[src/hdl/rv32_pkg.sv]
/* Widths, memory sizes, RV32I encodings and operation enums for the core.
   Every RTL file of the core imports this package in its module header. */
package rv32_pkg;

    // ==========================================================================
    // Widths and sizes
    // ==========================================================================
    localparam int xlen        = 32;
    localparam int reg_addr_w  = 5;
    localparam int mem_words   = 1024;
    localparam int mem_index_w = 10;    // log2 of mem_words

    typedef logic [xlen-1:0]        word_t;
    typedef logic [reg_addr_w-1:0]  reg_idx_t;
    typedef logic [mem_index_w-1:0] mem_idx_t;

    // ==========================================================================
    // Instruction encodings
    // ==========================================================================
    localparam logic [6:0] opc_lui    = 7'b0110111;
    localparam logic [6:0] opc_auipc  = 7'b0010111;
    localparam logic [6:0] opc_jal    = 7'b1101111;
    localparam logic [6:0] opc_jalr   = 7'b1100111;
    localparam logic [6:0] opc_branch = 7'b1100011;
    localparam logic [6:0] opc_load   = 7'b0000011;
    localparam logic [6:0] opc_store  = 7'b0100011;
    localparam logic [6:0] opc_op_imm = 7'b0010011;
    localparam logic [6:0] opc_op     = 7'b0110011;
    localparam logic [6:0] opc_system = 7'b1110011;

    localparam logic [6:0] f7_base = 7'b0000000;
    localparam logic [6:0] f7_alt  = 7'b0100000;   // SUB, SRA, SRAI
    localparam logic [2:0] f3_word = 3'b010;       // LW, SW

    localparam word_t instr_ecall  = 32'h0000_0073;
    localparam word_t instr_ebreak = 32'h0010_0073;

    // Decoded operation, one value per kept instruction
    typedef enum logic [5:0] {
        op_lui, op_auipc, op_jal, op_jalr,
        op_beq, op_bne, op_blt, op_bge, op_bltu, op_bgeu,
        op_lw, op_sw,
        op_addi, op_slti, op_sltiu, op_xori, op_ori, op_andi,
        op_slli, op_srli, op_srai,
        op_add, op_sub, op_sll, op_slt, op_sltu, op_xor,
        op_srl, op_sra, op_or, op_and,
        op_ecall, op_ebreak, op_illegal
    } op_t;

    typedef enum logic [1:0] {
        halt_none    = 2'd0,
        halt_ecall   = 2'd1,
        halt_ebreak  = 2'd2,
        halt_illegal = 2'd3
    } halt_cause_t;

endpackage
[src/hdl/rv32_regfile.sv]
/* Integer register file, 32 x 32 bits. Two combinational read ports and
   one write port sampled at the rising edge. */
module rv32_regfile import rv32_pkg::*; (
    input  logic     clk,
    input  reg_idx_t rs1,
    input  reg_idx_t rs2,
    output word_t    rs1_data,
    output word_t    rs2_data,
    input  logic     wr_en,
    input  reg_idx_t wr_idx,
    input  word_t    wr_data
);

    word_t regs [2**reg_addr_w];

    // x0 reads as zero
    assign rs1_data = (rs1 == '0) ? '0 : regs[rs1];
    assign rs2_data = (rs2 == '0) ? '0 : regs[rs2];

    always_ff @(posedge clk) begin
        if (wr_en) regs[wr_idx] <= wr_data;
    end

    // Decoder filters rd == x0 before the write reaches this port
    a_no_x0_write: assert property (@(posedge clk)
        wr_en |-> wr_idx != '0);

endmodule

[config.mk]
export PLATFORM = sky130hd
export DESIGN_NAME = rv32_regfile
export DESIGN_NICKNAME = d
export VERILOG_FILES = /design/src/hdl/rv32_pkg.sv /design/src/hdl/rv32_regfile.sv
export SDC_FILE = /design/constraint.sdc
export NUM_CORES = 1
export LEC_CHECK = 0
export BUFFER_PORTS_ARGS = -buffer_cell sky130_fd_sc_hd__buf_2
export CORE_UTILIZATION = 30
export DETAILED_ROUTE_END_ITERATION = 7
export PLACE_DENSITY_LB_ADDON = 0.1
export SYNTH_ARGS = -nofsm -noshare
export SYNTH_HDL_FRONTEND = slang
export SYNTH_SLANG_ARGS = --single-unit
[constraint.sdc]
create_clock -name clk -period 3.7 [get_ports clk]
set_input_delay 0.74 -clock clk [delete_from_list [all_inputs] [get_ports clk]]
set_output_delay 0.74 -clock clk [all_outputs]
set_load 0.05 [all_outputs]
==> out/qor.yml <==
final_common_cell: "edfxtp_1"
top_usage_layer: "met2"
cp_num_buf_inv: 5
cts_root_buf: "clkbuf_16"
top_regs: "regs x1024"
multi_input_area_sq_um: 15900
syn_inst: 2400
yosysSeqAreaShare: 0.655
numCtsBuffers: 115
crit_path_max_incr_delay_ns: 0.54
seqCellArea_sq_um: 30700
drcViolationCount: 0
ys_types: 40
finalHoldViolCount: 0
gp_congestion: 0.813
hold_buffers: 0
violations: "setup timing"
clock_sinks: 1024
clock_power_share: 0.420
die_area_sq_um: 158000
ir_drop_mv: 0.328
crit_top_cell: "buf_4"
timing.final.ws_setup_ns: -0.0158
clk_pin_slew_ns: 0.06
syn_area_per_cell_sq_um: 19.6
p_leak_nw: 19.1
max_freq_mhz: 269
worst_pin_slew_ns: 0.894
grt_max_degree: 43
pre_cts_slack_ns: -0.662
whs_path_depth: 1
antenna_found_initial: 26
syn-num-nets: 2449
outcome: "finished, violations left"
chipWidth_um: 398
grt_pass1_vias: 29600
firstDrtPassIters: 5
yosysTopAreaCell: "edfxtp_1"
start_kind: "primary input"
drt-initial-drc-count: 2917
wl_mm: 184
fin_nets: 2832
path_delay_family: "simple AND/OR/NAND/NOR gates"
most-common-layout-cells: "1024 x edfxtp_1, 425 x mux4_2, 257 x buf_4"
grt_pass1_wl_mm: 251
seqPwrFrac: 0.464
setup_violations: 2
crit_type: "primary input to output port"
num_vias: 28500
antenna_left: 0
yosysWarnings: 0
final-max-slew-violation-count: 0
fin_crit_sh: 1.00
num-fill-cells: 14100
combPwrFrac: 0.116
crit_fanout: 8
wire_per_inst_um: 37.3
p_per_area_nw_per_um2: 481
end_kind: "output port"
cts_max_path_buffers: 3
min_from: "wr_data[16]"
hold_slack_ns: 0.481
whs_endpoint: "regs[0][16]"
met3_usage: 0.0436
swShare: 0.247
io_pins: 113
fin_util: 0.376
hpwl_mm: 118
cpMaxStageDelayCell: "or3b_4"
syn_area_sq_um: 47000
maxSlewHeadroom: 0.402
synth_top_area_frac: 0.655
tns_ns: -0.0194
grt_setup_unrepaired: "true"
layout-area-overhead-vs-synth_pct: 23.8
critPathLaunch: "rs2[3]"
grtUsageMet2: 0.379
cp.arrival_ns: 2.98
grt.overflow.total: 0
cts_tree: "done"
drive_gt1_frac: 0.410
synth_ff_type: "edfxtp_1"
grt_use_met1: 0.315
cap_violations: 0
switchingPower_mw: 6.90
worstPathCellList: "buf_2 -> or3b_4 -> buf_4 -> o22ai_1 -> a2111oi_1 -> buf_4 -> nor3_4 -> buf_6 -> buf_12"
min_period_ns: 3.72
hold_class: "primary input to flop"
core_area_sq_um: 155000
crit_required_ns: 2.96
largest_register_ffs: 1024
htreeDepth: 3
synth-seq-cells: 1024
synth-edff-count: 1024
viasPerCell: 5.78
row_count: 144
async_flop_share: 0
top_register: "regs"
p_int_mw: 21.1
die_h_um: 398
start_util: 0.303
grt_util_all_layers: 0.232
ys_top_cells_by_area: "edfxtp_1 65%, mux4_2 20%, mux2i_1 3.9%"
portBuffers: 112
==> synth_stat cells, drive strengths merged, types with 7 or more instances <==
cell	instances
a21oi	46
a22o	62
a221oi	23
nor2b	8
nand2	65
nand3b	7
edfxtp	1024
nor4	9
inv	25
o22ai	55
o221ai	31
and2	13
nor3	33
clkbuf	104
mux2i	183
a211o	23
a32o	9
a211oi	47
a2111oi	31
nor2	35
mux4	425
buf	97
mux2	24
==> how the worst max path moves through the flow <==
stage,to,depth (start not counted)
after floorplan,rs2_data[1],8
after global placement,rs2_data[10],9
after detailed placement,rs2_data[18],10
after CTS,rs2_data[7],8
after global routing,rs2_data[3],7
final,rs2_data[26],9
==> layer usage <==
metal | wire (um) | up-vias
li1 | - | 11300
met1 | 77500 | 15600
met2 | 88300 | 1300
met3 | 12900 | 301
met4 | 5260 | 20
met5 | 138 | -
==> final cells by class <==
cell class,count,share of cell area
Tap cell,2044,0.0440
Sequential cell,1024,0.529
Clock buffer,134,0.0507
Clock inverter,81,0.0157
Inverter,25,0.00170
Timing Repair Buffer,466,0.0850
Antenna cell,4,0.000172
Multi-Input combinational cell,1151,0.274
==> power groups by stage <==
stage	logic, mW	clock network, mW	registers (mW)
after floorplan	1.61	0	13.2
after global placement	3.13	0	13.2
after detailed placement	3.15	0	13.2
after CTS	3.24	12.0	13.0
after global routing	3.39	12.4	13.0
final	3.25	11.8	13.0
==> cell families after synthesis <==
logic type,after synthesis,synth area share
multiplexers,632,0.249
buffers and inverters,226,0.0231
AND/OR/NAND/NOR,187,0.0194
flip-flops,1024,0.655
AO/OA/AOI/OAI,331,0.0541
==> stage by stage <==
step                cell area (sq um)  cells  total power [mW]
floorplan                       47100   2400              14.8
global route                    58100   4926              28.7
finish                          58100   4929              28.0
global placement                53500   4687              16.3
detailed placement              53500   4688              16.4
CTS                             57900   4920              28.2
==> timing repair <==
action,in CTS,in global routing
gates cloned,3,1
pin swaps,7,6
buffers inserted,14,4
endpoints found under the setup margin,31,31
gates resized for setup,70,39
Power figures use the tool's default switching activity.
