### config.mk
export PLATFORM = sky130hd
export DESIGN_NAME = rv32_decoder_flat
export DESIGN_NICKNAME = d
export VERILOG_FILES = /design/src/hdl/rv32_pkg.sv /design/src/hdl/decode_if.sv /design/src/hdl/rv32_decoder.sv /design/src/flat_wrapper.sv
export SDC_FILE = /design/constraint.sdc
export NUM_CORES = 1
export LEC_CHECK = 0
export BUFFER_PORTS_ARGS = -buffer_cell sky130_fd_sc_hd__clkbuf_2
export CAP_MARGIN = 10
export CORE_MARGIN = 2
export CORE_UTILIZATION = 50
export DETAILED_ROUTE_END_ITERATION = 10
export GPL_TIMING_DRIVEN = 0
export PLACE_DENSITY = 0.95
export SLEW_MARGIN = 15
export SYNTH_ARGS = -nofsm -noshare
export SYNTH_HDL_FRONTEND = slang
export SYNTH_SLANG_ARGS = --single-unit
### constraint.sdc
create_clock -name vclk -period 10.26
set_clock_uncertainty 0.1 [all_clocks]
set_input_delay 2.052 -clock vclk [all_inputs]
set_output_delay 2.052 -clock vclk [all_outputs]
set_load 0.02 [all_outputs]
### src/hdl/rv32_pkg.sv
/* Widths, memory sizes, RV32I encodings and operation enums for the core.
   Every RTL file of the core imports this package in its module header. */
package rv32_pkg;

    // ==========================================================================
    // Widths and sizes
    // ==========================================================================
    localparam int xlen        = 32;
    localparam int reg_addr_w  = 5;
    localparam int mem_words   = 1024;
    localparam int mem_index_w = 10;    // log2 of mem_words

    typedef logic [xlen-1:0]        word_t;
    typedef logic [reg_addr_w-1:0]  reg_idx_t;
    typedef logic [mem_index_w-1:0] mem_idx_t;

    // ==========================================================================
    // Instruction encodings
    // ==========================================================================
    localparam logic [6:0] opc_lui    = 7'b0110111;
    localparam logic [6:0] opc_auipc  = 7'b0010111;
    localparam logic [6:0] opc_jal    = 7'b1101111;
    localparam logic [6:0] opc_jalr   = 7'b1100111;
    localparam logic [6:0] opc_branch = 7'b1100011;
    localparam logic [6:0] opc_load   = 7'b0000011;
    localparam logic [6:0] opc_store  = 7'b0100011;
    localparam logic [6:0] opc_op_imm = 7'b0010011;
    localparam logic [6:0] opc_op     = 7'b0110011;
    localparam logic [6:0] opc_system = 7'b1110011;

    localparam logic [6:0] f7_base = 7'b0000000;
    localparam logic [6:0] f7_alt  = 7'b0100000;   // SUB, SRA, SRAI
    localparam logic [2:0] f3_word = 3'b010;       // LW, SW

    localparam word_t instr_ecall  = 32'h0000_0073;
    localparam word_t instr_ebreak = 32'h0010_0073;

    // Decoded operation, one value per kept instruction
    typedef enum logic [5:0] {
        op_lui, op_auipc, op_jal, op_jalr,
        op_beq, op_bne, op_blt, op_bge, op_bltu, op_bgeu,
        op_lw, op_sw,
        op_addi, op_slti, op_sltiu, op_xori, op_ori, op_andi,
        op_slli, op_srli, op_srai,
        op_add, op_sub, op_sll, op_slt, op_sltu, op_xor,
        op_srl, op_sra, op_or, op_and,
        op_ecall, op_ebreak, op_illegal
    } op_t;

    typedef enum logic [1:0] {
        halt_none    = 2'd0,
        halt_ecall   = 2'd1,
        halt_ebreak  = 2'd2,
        halt_illegal = 2'd3
    } halt_cause_t;

endpackage
### src/hdl/decode_if.sv
/* Decoded instruction fields, driven by the decoder and read by fetch, ALU
   and LSU. All signals settle within the same cycle. */
interface decode_if import rv32_pkg::*; ();

    op_t      op;
    reg_idx_t rd;
    reg_idx_t rs1;
    reg_idx_t rs2;
    word_t    imm;          // Already sign extended and shifted
    logic     reg_wr_en;    // Low for rd == x0

    modport producer (
        output op, rd, rs1, rs2, imm, reg_wr_en
    );

    modport consumer (
        input op, rd, rs1, rs2, imm, reg_wr_en
    );

endinterface

### src/hdl/rv32_decoder.sv
/* RV32I instruction decoder. Maps an instruction word to an operation,
   register indices, immediate and write enable; unknown words are illegal. */
module rv32_decoder import rv32_pkg::*; (
    input  word_t      instr,
    decode_if.producer dec
);

    logic [6:0] opcode;
    logic [2:0] funct3;
    logic [6:0] funct7;
    word_t      imm_i, imm_s, imm_b, imm_u, imm_j;
    op_t        op;
    word_t      imm;
    logic       writes_rd;

    assign opcode = instr[6:0];
    assign funct3 = instr[14:12];
    assign funct7 = instr[31:25];

    assign imm_i = {{20{instr[31]}}, instr[31:20]};
    assign imm_s = {{20{instr[31]}}, instr[31:25], instr[11:7]};
    assign imm_b = {{20{instr[31]}}, instr[7], instr[30:25], instr[11:8], 1'b0};
    assign imm_u = {instr[31:12], 12'b0};
    assign imm_j = {{12{instr[31]}}, instr[19:12], instr[20], instr[30:21], 1'b0};

    always_comb begin
        op  = op_illegal;
        imm = '0;
        case (opcode)
            opc_lui:   begin op = op_lui;   imm = imm_u; end
            opc_auipc: begin op = op_auipc; imm = imm_u; end
            opc_jal:   begin op = op_jal;   imm = imm_j; end
            opc_jalr: begin
                imm = imm_i;
                if (funct3 == 3'b000) op = op_jalr;
            end
            opc_branch: begin
                imm = imm_b;
                case (funct3)
                    3'b000:  op = op_beq;
                    3'b001:  op = op_bne;
                    3'b100:  op = op_blt;
                    3'b101:  op = op_bge;
                    3'b110:  op = op_bltu;
                    3'b111:  op = op_bgeu;
                    default: op = op_illegal;
                endcase
            end
            opc_load: begin
                imm = imm_i;
                if (funct3 == f3_word) op = op_lw;   // Word loads only
            end
            opc_store: begin
                imm = imm_s;
                if (funct3 == f3_word) op = op_sw;
            end
            opc_op_imm: begin
                imm = imm_i;
                case (funct3)
                    3'b000: op = op_addi;
                    3'b010: op = op_slti;
                    3'b011: op = op_sltiu;
                    3'b100: op = op_xori;
                    3'b110: op = op_ori;
                    3'b111: op = op_andi;
                    3'b001: if (funct7 == f7_base) op = op_slli;
                    3'b101: begin
                        if (funct7 == f7_base) op = op_srli;
                        else if (funct7 == f7_alt) op = op_srai;
                    end
                    default: op = op_illegal;
                endcase
            end
            opc_op: begin
                if (funct7 == f7_base) begin
                    case (funct3)
                        3'b000: op = op_add;
                        3'b001: op = op_sll;
                        3'b010: op = op_slt;
                        3'b011: op = op_sltu;
                        3'b100: op = op_xor;
                        3'b101: op = op_srl;
                        3'b110: op = op_or;
                        3'b111: op = op_and;
                        default: op = op_illegal;
                    endcase
                end else if (funct7 == f7_alt) begin
                    if (funct3 == 3'b000) op = op_sub;
                    else if (funct3 == 3'b101) op = op_sra;
                end
            end
            opc_system: begin
                if (instr == instr_ecall) op = op_ecall;
                else if (instr == instr_ebreak) op = op_ebreak;
            end
            default: op = op_illegal;   // FENCE lands here too
        endcase
    end

    always_comb begin
        case (op)
            op_beq, op_bne, op_blt, op_bge, op_bltu, op_bgeu,
            op_sw, op_ecall, op_ebreak, op_illegal: writes_rd = 1'b0;
            default:                                writes_rd = 1'b1;
        endcase
    end

    assign dec.op        = op;
    assign dec.imm       = imm;
    assign dec.rd        = instr[11:7];
    assign dec.rs1       = instr[19:15];
    assign dec.rs2       = instr[24:20];
    assign dec.reg_wr_en = writes_rd && (instr[11:7] != '0);   // x0 never written

endmodule

### src/flat_wrapper.sv
// flat-port wrapper written by rule: the top's interface ports become plain ports
module rv32_decoder_flat import rv32_pkg::*;
  (instr, dec_op, dec_rd, dec_rs1, dec_rs2, dec_imm, dec_reg_wr_en);
  decode_if dec_i ();
  input  word_t instr;
  output wire logic [$bits(dec_i.op)-1:0] dec_op;
  output wire logic [$bits(dec_i.rd)-1:0] dec_rd;
  output wire logic [$bits(dec_i.rs1)-1:0] dec_rs1;
  output wire logic [$bits(dec_i.rs2)-1:0] dec_rs2;
  output wire logic [$bits(dec_i.imm)-1:0] dec_imm;
  output wire logic [$bits(dec_i.reg_wr_en)-1:0] dec_reg_wr_en;
  assign dec_op = dec_i.op;
  assign dec_rd = dec_i.rd;
  assign dec_rs1 = dec_i.rs1;
  assign dec_rs2 = dec_i.rs2;
  assign dec_imm = dec_i.imm;
  assign dec_reg_wr_en = dec_i.reg_wr_en;
  rv32_decoder u_core (.instr(instr), .dec(dec_i));
endmodule
==> out/results.md <==
| Group | Metric | This run |
|---|---|---|
| yosys | Adder and majority gate portion of the synthesized area | 8.772% |
| finish | Sequential cell area | 0 sq um |
| yosys | Synth Area per Inst | 6.760 sq um |
| place | Worst setup slack after placement | 3.399 ns |
| sta | Final number of hold-violating endpoints | 0 |
| finish | Net count reported at finish | 340 |
| yosys | Unique masters post-synth | 53 |
| yosys | Complex-gate fraction of the synthesized area | 33.16% |
| yosys | Top cell type's share of synthesized area | 10.53% |
| yosys | Most used standard cells in the synthesized netlist | 22 x sky130_fd_sc_hd__nor2_1, 20 x sky130_fd_sc_hd__a21o_1, 15 x sky130_fd_sc_hd__buf_4 |
| power | Max VDD drop | 0.02908 mV |
| worst setup path | Largest delay share family, worst path | compound AO/OA/AOI/OAI gates |
| yosys | Part of the Yosys area used for sequential elements | 0% |
| place | Placed Instances | 327 |
| floorplan | I/O pin total | 86 |
| routing | Antenna-violating nets left | 0 |
| power | Power, Total | 0.05963 mW |
| floorplan | Starting density of the core | 52.17% |
| sta | Final Setup Violations | 0 |
| floorplan | Area inside the core boundary | 0.002734 sq mm |
| routing | Final routed DRC violation total | 0 |
| cts | Quantity of gates resized following cts | 0 |
| finish | Final cell count without fillers | 327 |
| grt | Initial antenna violation count | 0 |
| routing | Total length of routed wires | 4615 um |
| worst setup path | Cells along the critical path | clkbuf_2, buf_2, buf_1, inv_1, ha_1, mux2_2, a221o_1, a31oi_1, o211ai_1, o41ai_2, a21oi_1, clkbuf_2 |
| floorplan | # rows | 19 |
| outcome | Result of the run | completed |
| yosys | Xor/xnor cell area share of the yosys netlist | 0% |
| worst setup path | CP endpoint kind | output pin |
| yosys | Library cell with the highest instance count after synthesis | sky130_fd_sc_hd__nor2_1 |
| cts | Post-CTS Setup Repair Bufs | 0 |
| sta | Actual transition at the worst max-transition pin | 0.9364 ns |
| place | Placer congestion estimate | 0.9985 |
| finish | Growth of design area from synthesis to finish | 32.54% |
| worst setup path | Slowest cell delay on critical path | 0.37 ns |
| yosys | Main area contributors after synthesis | sky130_fd_sc_hd__a21o_1 11%, sky130_fd_sc_hd__ha_1 8.8%, sky130_fd_sc_hd__buf_4 7.9% |
| worst setup path | Worst Path Max Fanout | 10 |
| job | Reported max-cap violation count | 0 |
| worst setup path | CP max-delay cell | sky130_fd_sc_hd__a221o_1 |
| sta | Worst max-slew margin expressed relative to the limit | 37.09% |
| grt | Global-route wire length before repair | 7534 um |
| finish | Clock buffer cells | 0 |
| yosys | Dominant combinational cell family by area after synthesis | simple AND/OR/NAND/NOR gates |
| place | IO Port Bufs | 85 |
| hold path | Hold Path Stages | 3 |
| routing | Per-cell via count in the routed design | 5.988 |
| sta | Max Slew Vio Count | 0 |
| worst setup path | Count of buffering cells on the critical path with inverters included | 5 |
| power | Total power density per cell area | 31.54 mW/mm^2 |
| worst setup path | Worst endpoint required time | 8.11 ns |
| grt | Pin count of the biggest net entering global routing | 14 |
| yosys | Proportion of synthesized area in mux cells | 5.263% |
| yosys | Warning count from the yosys run | 0 |
| floorplan | Die Wd | 57.41 um |
| sta | Setup repair after global routing missed its margin | no |
| hold path | Endpoint of the worst hold path | dec_rs1[1] |
| hold path | Worst min-delay path class | input pin to output pin |
| hold path | Origin of the worst min-delay path | instr[16] |
| worst setup path | CP most frequent cell | sky130_fd_sc_hd__clkbuf_2 |
| power | Leak Pwr | 1.151 nW |
| sta | Worst path setup slack after routing | 3.390 ns |
| sta | Final TNS setup | 0 ns |
| routing | TritonRoute pass-1 iters | 4 |
| cts | Cts hold-fix bufs | 0 |
| grt | GRT Overall Usage | 27.37% |
| finish | Number of diodes | 0 |
| routing | Routed wire per std cell | 14.11 um |
| sta | Maximum frequency from static timing analysis | 0.1456 GHz |
| worst setup path | Critical path data arrival time | 4.72 ns |
| sta | Final critical-path share of the clock period | 66.96% |
| routing | Total via count after detailed routing | 1,958 |
| worst setup path | Setup crit start kind | input pin |
| yosys | Post-Synth Simple-Gate Area | 38.86% |
| finish | Final sequential cell count | 0 |
| yosys | Cell type with the largest total area after synthesis | sky130_fd_sc_hd__a21o_1 |
| grt | Total grt overflow | 0 |
| grt | Vias in the first global route | 1,725 |
| place | Detailed placer's ending HPWL | 3839 um |
| worst setup path | Type of the worst setup path | input pin to output pin |
| floorplan | Total Die Area | 0.003296 sq mm |
| floorplan | Chip height | 57.41 um |
| sta | Fin crit period | 6.870 ns |
| yosys | Mapped Nets | 253 |
| finish | Ratio of cells with drive above 1 in the final layout | 38.85% |
| yosys | Instance count of the mapped netlist | 211 |
| yosys | Combined area of all synthesized cells | 0.001426 sq mm |
| routing | First DRT Iteration DRCs | 106 |
## worst max-delay path by stage
stage | startpoint | endpoint | slack (ns) | depth (start not counted)
2_1_floorplan | instr[14] | dec_reg_wr_en | 3.72 | 10
3_3_place_gp | instr[14] | dec_reg_wr_en | 3.43 | 12
3_5_place_dp | instr[14] | dec_reg_wr_en | 3.40 | 12
4_1_cts | instr[14] | dec_reg_wr_en | 3.40 | 12
5_1_grt | instr[14] | dec_reg_wr_en | 3.20 | 12
6_report | instr[14] | dec_reg_wr_en | 3.39 | 12
## cells in the final DEF, fill, tap and decap left out, drive strengths merged, types with 2 or more instances in the layout
master | netlist | final
a211oi | 2 | 2
a21o | 20 | 20
a21oi | 10 | 10
a22o | 4 | 4
a31oi | 3 | 3
a32o | 2 | 2
a41o | 2 | 2
and2 | 11 | 11
and3b | 3 | 3
buf | 22 | 22
clkbuf | 6 | 91
ha | 10 | 10
inv | 8 | 8
mux2 | 4 | 4
mux2i | 3 | 3
nand2 | 11 | 11
nand2b | 4 | 4
nand3 | 7 | 7
nand3b | 2 | 2
nand4 | 2 | 2
nand4b | 3 | 3
nor2 | 22 | 22
nor2b | 4 | 4
nor3 | 9 | 9
nor3b | 3 | 3
nor4 | 3 | 3
o21a | 2 | 2
o21ai | 9 | 9
o22ai | 2 | 2
o41ai | 2 | 2
or4b | 2 | 2
## routing by layer
metal  GRT usage (%)  vias up  wire length, um
met3           2.494        6              448
met2           52.27      113             2368
li1                -      944                -
met1           32.79      895             1754
met4           5.316        0               44
met5               0        -                0
## per-stage QoR
step	utilization (%)	hold slack [ns]	instance area [sq um]
after CTS	69.15	4.348	1891
after global placement	69.15	4.346	1891
final	69.15	4.346	1891
after floorplan	-	4.117	1426
after detailed placement	69.15	4.348	1891
after global routing	69.15	4.364	1891
## final cells by class
| cell class | instances | area (sq um) |
|---|---|---|
| plain buffers | 28 | 168.9 |
| inverters | 8 | 30.03 |
| fillers | 240 | 843.3 |
| multi-input cells | 175 | 1227 |
| well taps | 31 | 38.79 |
| repair buffers | 85 | 425.4 |
## power by group
| part | switching (mW) | internal, mW | total [mW] |
|---|---|---|---|
| sequential | 0 | 0 | 0 |
| combinational | 0.0353 | 0.0243 | 0.0596 |
| clock | 0 | 0 | 0 |
| total | 0.0353 | 0.0243 | 0.0596 |
## tightest hold or removal path, delay by kind of cell
kind / cells / cell delay, ns
buf+inv: 3 / 0.34
## logic make-up (layout without fill, tap and decap cells)
kind of cell    Yosys count  count (layout)
simple gates             93              93
compound gates           65              65
buf+inv                  36             121
fa+ha+maj                10              10
mux                       7               7
(Power assumes the default switching activity.)
